File: src/logic/synth_pkg.sv
// shared widths, structs, state enums and the envelope gain table, imported by design and testbench
`default_nettype none

package synth_pkg;

    localparam int sample_w    = 8;
    localparam int frame_w     = 32;
    localparam int voice_count = 3;
    localparam int lead_bits   = 4;   // zero control bits ahead of the DAC data

    localparam logic [frame_w-1:0] sync_word = 32'h0000_FFFF;

    typedef logic [sample_w-1:0] sample_t;
    typedef logic [8:0]          gain_t;   // units of 1/256 with 256 as full level

    // serial word layout with msb first on the wire
    typedef struct packed {
        logic [5:0] reserved;
        logic [1:0] notes_count;
        sample_t    note3;
        sample_t    note2;
        sample_t    note1;
    } note_frame_t;

    typedef struct packed {
        logic active;
        logic done;
    } voice_status_t;

    typedef enum logic [2:0] {
        env_idle,
        env_attack,
        env_peak,
        env_decay,
        env_sustain,
        env_release,
        env_done
    } env_phase_t;

    typedef enum logic [1:0] {
        dac_lead,
        dac_data,
        dac_load,
        dac_latch
    } dac_state_t;

    function automatic gain_t phase_gain(env_phase_t phase);
        case (phase)
            env_attack:  return 9'd128;
            env_peak:    return 9'd256;
            env_decay:   return 9'd192;
            env_sustain: return 9'd160;
            env_release: return 9'd64;
            default:     return 9'd0;   // idle and done are silent
        endcase
    endfunction

endpackage

`default_nettype wire

File: src/logic/spi_note_receiver.sv
// receive-only serial input that locks on the sync word and hands note frames to the top level
`timescale 1ns/10ps
`default_nettype none

module spi_note_receiver
    import synth_pkg::*;
(
    input  wire logic        clk,
    input  wire logic        rst_n,
    input  wire logic        sck,
    input  wire logic        sdi,
    output note_frame_t      frame,
    output logic             frame_strobe
);

    localparam int cnt_w = $clog2(frame_w);

    logic               sck_meta, sck_sync, sck_prev;
    logic               sdi_meta, sdi_sync;
    logic               sck_rise;
    logic [frame_w-1:0] shift_reg;
    logic [frame_w-1:0] shift_next;
    logic               locked;
    logic [cnt_w-1:0]   bit_cnt;

    assign sck_rise   = sck_sync & ~sck_prev;
    assign shift_next = {shift_reg[frame_w-2:0], sdi_sync};

    // two-flop synchronisers plus edge history
    always_ff @(posedge clk)
    begin
        if (!rst_n)
        begin
            sck_meta <= 1'b0;
            sck_sync <= 1'b0;
            sck_prev <= 1'b0;
            sdi_meta <= 1'b0;
            sdi_sync <= 1'b0;
        end
        else
        begin
            sck_meta <= sck;
            sck_sync <= sck_meta;
            sck_prev <= sck_sync;
            sdi_meta <= sdi;
            sdi_sync <= sdi_meta;
        end
    end

    always_ff @(posedge clk)
    begin
        if (!rst_n)
        begin
            shift_reg    <= '0;
            locked       <= 1'b0;
            bit_cnt      <= '0;
            frame        <= '0;
            frame_strobe <= 1'b0;
        end
        else
        begin
            frame_strobe <= 1'b0;
            if (sck_rise)
            begin
                shift_reg <= shift_next;
                if (!locked)
                begin
                    if (shift_next == sync_word)
                    begin
                        locked  <= 1'b1;   // no relock after this
                        bit_cnt <= '0;
                    end
                end
                else
                begin
                    bit_cnt <= bit_cnt + 1'b1;   // wraps every word
                    if (bit_cnt == cnt_w'(frame_w - 1))
                    begin
                        frame        <= note_frame_t'(shift_next);
                        frame_strobe <= 1'b1;
                    end
                end
            end
        end
    end

endmodule

`default_nettype wire

File: src/logic/note_envelope.sv
// per-voice struck-key envelope, one instance per voice in the top level
`timescale 1ns/10ps
`default_nettype none

module note_envelope
    import synth_pkg::*;
#(
    parameter int phase_cycles = 750000
) (
    input  wire logic    clk,
    input  wire logic    rst_n,
    input  wire sample_t note,
    output sample_t      level,
    output voice_status_t status
);

    localparam int timer_w = $clog2(phase_cycles + 1);

    env_phase_t         phase;
    logic [timer_w-1:0] timer;
    logic [16:0]        product;

    // order of the timed phases
    function automatic env_phase_t next_phase(env_phase_t cur);
        case (cur)
            env_attack:  return env_peak;
            env_peak:    return env_decay;
            env_decay:   return env_sustain;
            env_sustain: return env_release;
            default:     return env_done;
        endcase
    endfunction

    always_ff @(posedge clk)
    begin
        if (!rst_n)
        begin
            phase <= env_idle;
            timer <= '0;
        end
        else if (note == '0)
        begin
            phase <= env_idle;   // key released so the next note restarts
            timer <= '0;
        end
        else
        begin
            case (phase)
                env_idle:
                begin
                    phase <= env_attack;
                    timer <= '0;
                end
                env_done:
                begin
                    phase <= env_done;   // hold until the note clears
                end
                default:
                begin
                    if (timer == timer_w'(phase_cycles - 1))
                    begin
                        timer <= '0;
                        phase <= next_phase(phase);
                    end
                    else
                    begin
                        timer <= timer + 1'b1;
                    end
                end
            endcase
        end
    end

    assign product = note * phase_gain(phase);

    always_ff @(posedge clk)
    begin
        if (!rst_n)
            level <= '0;
        else
            level <= sample_t'(product >> 8);   // gain is in 1/256 steps
    end

    assign status.active = (phase != env_idle) && (phase != env_done);
    assign status.done   = (phase == env_done);

endmodule

`default_nettype wire

File: src/logic/voice_mixer.sv
// mixer that sums the sounding voices and normalises by their count for the DAC side
`timescale 1ns/10ps
`default_nettype none

module voice_mixer
    import synth_pkg::*;
(
    input  wire logic                         clk,
    input  wire logic                         rst_n,
    input  wire sample_t       [voice_count-1:0] levels,
    input  wire voice_status_t [voice_count-1:0] status,
    input  wire logic     [1:0]               notes_count,
    output sample_t                           mix
);

    logic [voice_count-1:0] incl;
    logic [9:0]             sum;
    logic [1:0]             n;
    logic [9:0]             quot;

    // voice i+1 counts only if it is held and sounding
    always_comb
    begin
        for (int i = 0; i < voice_count; i++)
            incl[i] = (2'(i + 1) <= notes_count) && status[i].active;
    end

    always_comb
    begin
        sum = '0;
        n   = '0;
        for (int i = 0; i < voice_count; i++)
        begin
            if (incl[i])
            begin
                sum = sum + 10'(levels[i]);
                n   = n + 2'd1;
            end
        end
    end

    always_comb
    begin
        case (n)
            2'd1:    quot = sum;
            2'd2:    quot = sum >> 1;
            2'd3:    quot = (sum >> 2) + (sum >> 4) + (sum >> 6) + (sum >> 8); // close to /3
            default: quot = '0;
        endcase
    end

    always_ff @(posedge clk)
    begin
        if (!rst_n)
            mix <= '0;
        else
            mix <= sample_t'(quot);
    end

endmodule

`default_nettype wire

File: src/logic/dac_serializer.sv
// serial DAC output that sends one mixed sample per frame of lead, data, load and latch periods
`timescale 1ns/10ps
`default_nettype none

module dac_serializer
    import synth_pkg::*;
#(
    parameter int bit_cycles = 40
) (
    input  wire logic    clk,
    input  wire logic    rst_n,
    input  wire sample_t sample,
    output logic         dclk,
    output logic         data,
    output logic         load,
    output logic         ldac
);

    localparam int cyc_w = $clog2(bit_cycles);
    localparam int idx_w = $clog2(sample_w);

    dac_state_t       state;
    logic [cyc_w-1:0] cyc;       // position inside the bit period
    logic [idx_w-1:0] bit_idx;   // bit within lead or data
    sample_t          shreg;
    logic             period_end;
    logic             period_start;

    assign period_end   = (cyc == cyc_w'(bit_cycles - 1));
    assign period_start = (cyc == '0);

    always_ff @(posedge clk)
    begin
        if (!rst_n)
        begin
            state   <= dac_lead;
            cyc     <= '0;
            bit_idx <= '0;
        end
        else if (period_end)
        begin
            cyc <= '0;
            case (state)
                dac_lead:
                begin
                    if (bit_idx == idx_w'(lead_bits - 1))
                    begin
                        state   <= dac_data;
                        bit_idx <= '0;
                    end
                    else
                        bit_idx <= bit_idx + 1'b1;
                end
                dac_data:
                begin
                    if (bit_idx == idx_w'(sample_w - 1))
                    begin
                        state   <= dac_load;
                        bit_idx <= '0;
                    end
                    else
                        bit_idx <= bit_idx + 1'b1;
                end
                dac_load:  state <= dac_latch;
                default:   state <= dac_lead;   // latch ends the frame
            endcase
        end
        else
        begin
            cyc <= cyc + 1'b1;
        end
    end

    // newest mix is taken at the very start of each frame
    always_ff @(posedge clk)
    begin
        if (state == dac_lead && bit_idx == '0 && period_start)
            shreg <= sample;
        else if (state == dac_data && period_start)
            shreg <= {shreg[sample_w-2:0], 1'b0};
    end

    // outputs run one cycle behind the counters
    always_ff @(posedge clk)
    begin
        if (!rst_n)
        begin
            dclk <= 1'b0;
            data <= 1'b0;
            load <= 1'b1;
            ldac <= 1'b1;
        end
        else
        begin
            dclk <= (state == dac_lead || state == dac_data) &&
                    (cyc < cyc_w'(bit_cycles / 2));
            load <= (state != dac_load);
            ldac <= (state != dac_latch);
            if (state == dac_data)
            begin
                if (period_start)
                    data <= shreg[sample_w-1];   // msb first
            end
            else
                data <= 1'b0;
        end
    end

endmodule

`default_nettype wire

File: src/logic/piano_synth.sv
// top level of the three-voice tone generator that takes serial note words and drives a serial DAC
`timescale 1ns/10ps
`default_nettype none

module piano_synth
    import synth_pkg::*;
#(
    parameter int phase_cycles = 750000,
    parameter int bit_cycles   = 40
) (
    input  wire logic       clk,
    input  wire logic       rst_n,
    input  wire logic       sck,
    input  wire logic       sdi,
    output logic [5:0]      led,
    output logic            dclk,
    output logic            data,
    output logic            load,
    output logic            ldac
);

    note_frame_t                      frame;
    sample_t       [voice_count-1:0]  notes;
    sample_t       [voice_count-1:0]  levels;
    voice_status_t [voice_count-1:0]  status;
    sample_t                          mix;

    spi_note_receiver u_rx (
        .clk          (clk),
        .rst_n        (rst_n),
        .sck          (sck),
        .sdi          (sdi),
        .frame        (frame),
        .frame_strobe ()
    );

    assign notes = {frame.note3, frame.note2, frame.note1};

    for (genvar g = 0; g < voice_count; g++)
    begin : g_voice
        note_envelope #(
            .phase_cycles (phase_cycles)
        ) u_env (
            .clk    (clk),
            .rst_n  (rst_n),
            .note   (notes[g]),
            .level  (levels[g]),
            .status (status[g])
        );
    end

    voice_mixer u_mix (
        .clk         (clk),
        .rst_n       (rst_n),
        .levels      (levels),
        .status      (status),
        .notes_count (frame.notes_count),
        .mix         (mix)
    );

    dac_serializer #(
        .bit_cycles (bit_cycles)
    ) u_dac (
        .clk    (clk),
        .rst_n  (rst_n),
        .sample (mix),
        .dclk   (dclk),
        .data   (data),
        .load   (load),
        .ldac   (ldac)
    );

    assign led = {status[0], status[1], status[2]};   // voice 1 in the top pair

endmodule

`default_nettype wire

File: config.mk
export PLATFORM = sky130hd
export DESIGN_NAME = piano_synth
export DESIGN_NICKNAME = d
export VERILOG_FILES = /design/src/logic/synth_pkg.sv /design/src/logic/spi_note_receiver.sv /design/src/logic/note_envelope.sv /design/src/logic/voice_mixer.sv /design/src/logic/dac_serializer.sv /design/src/logic/piano_synth.sv
export SDC_FILE = /design/constraint.sdc
export NUM_CORES = 1
export LEC_CHECK = 0
export BUFFER_PORTS_ARGS = -buffer_cell sky130_fd_sc_hd__buf_4
export CAP_MARGIN = 20
export CORE_MARGIN = 5
export CORE_UTILIZATION = 30
export DETAILED_ROUTE_END_ITERATION = 8
export GPL_TIMING_DRIVEN = 0
export SYNTH_ARGS = -nofsm -noshare
export SYNTH_HDL_FRONTEND = slang
export SYNTH_SLANG_ARGS = --single-unit
File: constraint.sdc
create_clock -name clk -period 9.9 [get_ports clk]
set_input_delay 1.98 -clock clk [delete_from_list [all_inputs] [get_ports clk]]
set_output_delay 1.98 -clock clk [all_outputs]
set_load 0.03 [all_outputs]
* Word level (Yosys, flattened, before mapping)
Index checks and enable logic that the tools add are counted.
** Operators by class
- Add/sub/neg operators :: 13
- Multiply operators :: 3
- Order comparisons :: 4
- Equality and inequality tests :: 38
- Muxes and demuxes :: 37
- Bitwise logic cells :: 3
- Reductions and logical operators :: 38
** Operators by type and width (count)
- one-hot mux 9 bit (5 select lines) :: 3
- one-hot mux 20 bit (2 select lines) :: 3
- adder 20 x 1 -> 20 bit (second input constant) :: 3
- == test 20 bit (second input constant) :: 3
- two-way mux 20 bit :: 3
- multiplier 8 x 9 -> 16 bit :: 3
- one-hot mux 3 bit (4 select lines) :: 3
- == test 32 x 16 -> 1 bit (second input constant) :: 1
- == test 3 bit (second input constant) :: 10
- zero test 8 bit :: 3
- two-way mux 8 bit :: 3
- one-hot mux 3 bit (2 select lines) :: 4
- one-hot mux 8 bit (3 select lines) :: 1
- == test 3 x 2 -> 1 bit (second input constant) :: 7
- two-way mux 10 bit :: 2
- nonzero test 3 bit :: 6
- two-way mux 3 bit :: 5
- zero test 3 bit :: 4
- adder 10 x 8 -> 10 bit :: 1
- logical AND 1 bit :: 10
- two-way mux 5 bit :: 2
- adder 8 x 8 -> 9 bit :: 1
- == test 3 x 1 -> 1 bit (second input constant) :: 3
- inequality test 3 bit (second input constant) :: 3
- other kinds (29) :: 49
** Word-level totals
- Register bits :: 192
- Bits of input ports :: 4
- Output and inout bits :: 10
- Logic and storage cells :: 166

* Logic depth before layout (Yosys ltp)
- Depth after elaboration :: 12
- Mapped depth :: 32
- Depth with buffers taken out :: 31

* Modules after synthesis
A second synthesis with hierarchy kept.
** Second synthesis, totals
- Cell total of the unflattened synthesis :: 1633
- Area total of the unflattened synthesis :: 14022.2 µm²
** By module, submodules not included
- note_envelope at g_voice[1].u_env ... :: instances 2, cells each 297, area each 2601.2 µm²
- spi_note_receiver :: instances 1, cells each 336, area each 2702.6 µm²
- note_envelope at g_voice[0].u_env :: instances 1, cells each 298, area each 2611.3 µm²
- voice_mixer :: instances 1, cells each 299, area each 2359.8 µm²
- dac_serializer :: instances 1, cells each 106, area each 1146.1 µm²

* Worst setup path before layout
No wires, ideal clock.
- Path kind :: register to register
- Start point :: register g_voice[0].u_env.phase[0]
- End point :: register u_mix.mix[7]
- Data arrival time :: 6261 ps
- Required time :: 9772 ps
- Path slack :: 3511 ps
- Cell stages (with the launch flop) :: 32
- Path buffers :: 1
- Path through :: dfxtp_1 > buf_2 > clkinv_1 > a21boi_1 > and2_1 > ha_1 > inv_1 > fa_1 > inv_1 > a21o_1 > maj3_1 > xnor2_1 > o21ai_0 > ha_1 > a21oi_1 > nand2_1 > xor2_1 > a221o_1 > ha_1 > xnor2_1 > fa_1 > inv_1 > ha_1 > inv_1 > fa_1 > nor2b_1 > o21ai_0 > a21boi_0 > or4b_2 > nand3_1 > xnor2_1 > o211ai_1
** On the way
- Word-level cells in the longest chain between the ends :: 12
- Elaborated cells on any way between the ends :: 21
- Those cells by class :: add/sub: 7; eq/ne: 4; mux: 7; reduce/logical: 3
** Ends and longest elaborated chain
- start, declared :: RTL line note_envelope.sv:19 : env_phase_t phase;
- start signal, assigned :: RTL line note_envelope.sv:38 : phase <= env_idle;
- start signal, assigned :: RTL line note_envelope.sv:43 : phase <= env_idle;
- start signal, assigned :: RTL line note_envelope.sv:51 : phase <= env_attack;
- inequality test 3 bit / nonzero test 3 bit (equally long branches) :: RTL line note_envelope.sv:84 : assign status.active = (phase != env_idle) && (phase != env_done);
- logical AND 1 bit (*) :: RTL line note_envelope.sv:84
- logical AND 1 bit (*) :: RTL line voice_mixer.sv:25 : incl[i] = (2'(i + 1) <= notes_count) && status[i].active;
- two-way mux 8 bit :: RTL line voice_mixer.sv:34 : if (incl[i])
- adder 8 x 8 -> 9 bit :: RTL line voice_mixer.sv:36 : sum = sum + 10'(levels[i]);
- two-way mux 10 bit :: RTL line voice_mixer.sv:34
- adder 10 x 8 -> 10 bit :: RTL line voice_mixer.sv:36
- two-way mux 10 bit :: RTL line voice_mixer.sv:34
- adder 8 x 6 -> 8 bit :: RTL line voice_mixer.sv:47 : 2'd3: quot = (sum >> 2) + (sum >> 4) + (sum >> 6) + (sum >> 8);
- adder 8 x 4 -> 8 bit :: RTL line voice_mixer.sv:47
- adder 8 x 2 -> 8 bit :: RTL line voice_mixer.sv:47
- one-hot mux 8 bit (3 select lines) (*) :: RTL line voice_mixer.sv:44 : case (n)
- end signal, assigned :: RTL line voice_mixer.sv:57 : mix <= sample_t'(quot);
- end, declared :: RTL line voice_mixer.sv:13 : output sample_t mix
Mark *: on every way between the ends. The rest lies on a longest branch, timed or not.
A chain may end at the register's enable or synchronous reset.

* Worst setup path after layout
Ends and elaborated chain as after synthesis.

==> impl_metrics.json <==
{
  "place_ws_ns": 2.43,
  "grt_overflow_total": 0,
  "place_congestion": 0.842,
  "power_leakage_uw": 0.00606,
  "crit_type": "flip-flop to flip-flop",
  "cp_slowest_cell": "or4b_2",
  "endpoint_kind": "flip-flop",
  "synth.distinct_cells": 84,
  "outcome": "finished clean",
  "tns_ns": 0,
  "synthArstFlopShare_pct": 0,
  "p_per_area_mw_per_mm2": 107,
  "htreeDepth": 4,
  "synth.avg_cell_area_sq_um": 8.26,
  "clock_skew_ns": 0.00999,
  "grt_antenna_before_repair": 0,
  "routed_via_density": 4.98,
  "drive_above_1_share_pct": 5.44,
  "fmax_ghz": 0.135,
  "ys_ff_latch": 192,
  "num_antenna_cells": 0,
  "wl_met2_microns": 13900,
  "m1WireLength_microns": 14300,
  "gr-usage-all-layers_pct": 12.7,
  "rsz0062_at_grt": "false",
  "max_cap_violations": 0,
  "port_buffers": 13,
  "synth_edf_count": 8,
  "timing.hold.ws_ns": 0.435,
  "cts_buffers": 17,
  "post-route-period-util_pct": 74.9,
  "routed.top_layer": "met4",
  "nets": 1764,
  "largest_reg_flops": 60,
  "setup_viol": 0,
  "slew_violations": 0,
  "root_buffer": "clkbuf_16",
  "synthCells": 1553,
  "grt_pass1_vias": 10400,
  "first_pass_iters": 5,
  "ctsHoldBuffers": 0,
  "fp-row-count": 75,
  "syn_area_sq_mm": 0.0128,
  "clk_latency_ns": 0.45,
  "hold_violations": 0,
  "ys_seq_area_share_pct": 30.6,
  "grt_max_degree": 20,
  "startpoint_type": "flip-flop",
  "initial_core_util_pct": 30.4,
  "synthFlopType": "dfxtp_1",
  "fp.dieW_microns": 217,
  "io_pins": 14,
  "max_slew_margin_pct": 36.4,
  "grt_pass1_wl_microns": 50200,
  "die_y_microns": 217,
  "min-delay-path-class": "flip-flop to flip-flop",
  "final_area_sq_mm": 0.0142,
  "vias": 10600,
  "layout_commonest_cell": "nand2_1",
  "fin_ws_ns": 2.48,
  "clock_sinks": 192,
  "cp_data_arrival_time_ns": 7.77,
  "tightest_slew_ns": 0.946,
  "syn_to_final_growth_pct": 10.7,
  "routed_wl_microns": 29400,
  "wl_per_cell_microns": 13.8,
  "tritoncts": "yes",
  "ys_warn_count": 0,
  "die_area_sq_mm": 0.0470,
  "path_max_fanout": 9,
  "cts_setup_buffers": 0,
  "drc_errors": 0,
  "ir_worst_vdd_uv": 120,
  "placed_cell_area_sq_mm": 0.0136,
  "cpPeakStageDelay_ns": 0.63,
  "cts.clk_slew.worst_paths_ns": 0.08,
  "clk_path_buf_depth": 2,
  "n_fill_cell": 4341,
  "final_cell_mix": "230 x nand2_1, 184 x dfxtp_1, 134 x ha_1",
  "drt_iter0_drc": 525,
  "cp.required_ns": 10.25,
  "cts.repair.resized": 0,
  "ant_nets": 0,
  "min_period_ns": 7.42,
  "wl_met3_microns": 869,
  "hpwl_microns": 22500,
  "core_sq_mm": 0.0421
}
cells by family (layout without fill, tap and decap cells):
group                      count (synthesis)  after routing  share of synthesized area (%)
buffers and inverters                    191            235                           5.78
and+or+nand+nor                          606            606                           22.7
adders and majority gates                177            177                           19.5
DFF                                      192            192                           30.6
xor gates and xnor gates                  51             51                           3.60
muxes                                     17             17                           1.42
AOI/OAI and AO/OA                        318            318                           16.4
other                                      1              3                         0.0292
where the power goes:
| part | leakage, uW | switching (uW) | internal (uW) | total [uW] |
|---|---|---|---|---|
| Clock | 0.000291 | 341 | 360 | 701 |
| Sequential | 0.00157 | 3.73 | 786 | 790 |
| Combinational | 0.00420 | 22.3 | 11.2 | 33.5 |
metal layers:
metal	vias to the layer above	GRT usage (%)
met5	-	0
met1	5058	16.8
met2	132	21.4
li1	5426	-
met3	25	2.42
met4	0	3.52
final timing paths:
kind	startpoint	end	slack [ns]	depth (start not counted)
max	g_voice[0].u_env.phase[0]	u_mix.mix[7]	2.48	31
min	u_rx.sdi_meta	u_rx.sdi_sync	0.43	1
max reg2reg	g_voice[0].u_env.phase[0]	u_mix.mix[7]	2.48	31
min reg2reg	u_rx.sdi_meta	u_rx.sdi_sync	0.43	1
per-stage QoR:
stage	util [%]	cells	power, uW
2_1_floorplan	-	1555	829
3_3_place_gp	32.3	2107	842
3_5_place_dp	32.3	2107	842
4_1_cts	33.7	2138	1550
5_1_grt	33.7	2138	1580
6_report	33.7	2138	1520
final cells by class:
type,instances,area (sq um),area share [%]
sequential,192,3920,27.6
inverter,128,480,3.39
buffer,63,260,1.83
clock inverter,14,164,1.15
multi-input combinational,1172,8170,57.5
tap,539,674,4.75
clock buffer,17,425,3.00
timing repair buffer,13,97.6,0.688
critical path, delay by kind of cell (launching register included):
family | cells | cell delay [ns]
adder cells (fa/ha/maj) | 8 | 2.41
AO/OA/AOI/OAI | 8 | 2.11
buffers and inverters | 6 | 0.71
AND/OR/NAND/NOR | 5 | 1.14
flip-flops | 1 | 0.31
XOR/XNOR | 4 | 0.62
synthesized netlist by cell type (all sizes together), types with 9 or more instances:
library cell | n | area share [%]
nor3b | 13 | 0.76
a21boi | 18 | 1.1
nand4 | 10 | 0.49
inv | 127 | 3.7
a31oi | 15 | 0.78
o21ai | 56 | 2.2
nand3 | 46 | 1.8
and2 | 71 | 3.5
nor4 | 9 | 0.44
clkbuf | 51 | 1.5
a311oi | 25 | 1.7
xor2 | 17 | 1.2
a41oi | 10 | 0.68
nor2 | 121 | 3.6
a211oi | 9 | 0.53
dfxtp | 184 | 29
a21oi | 113 | 4.4
nor2b | 13 | 0.63
ha | 134 | 13
buf | 12 | 0.53
fa | 39 | 6.1
mux2 | 10 | 0.88
nor3 | 16 | 0.62
xnor2 | 34 | 2.4
nand2 | 230 | 6.7
a21o | 18 | 1.1
and3 | 39 | 2.0
Power figures use the tool's default switching activity.
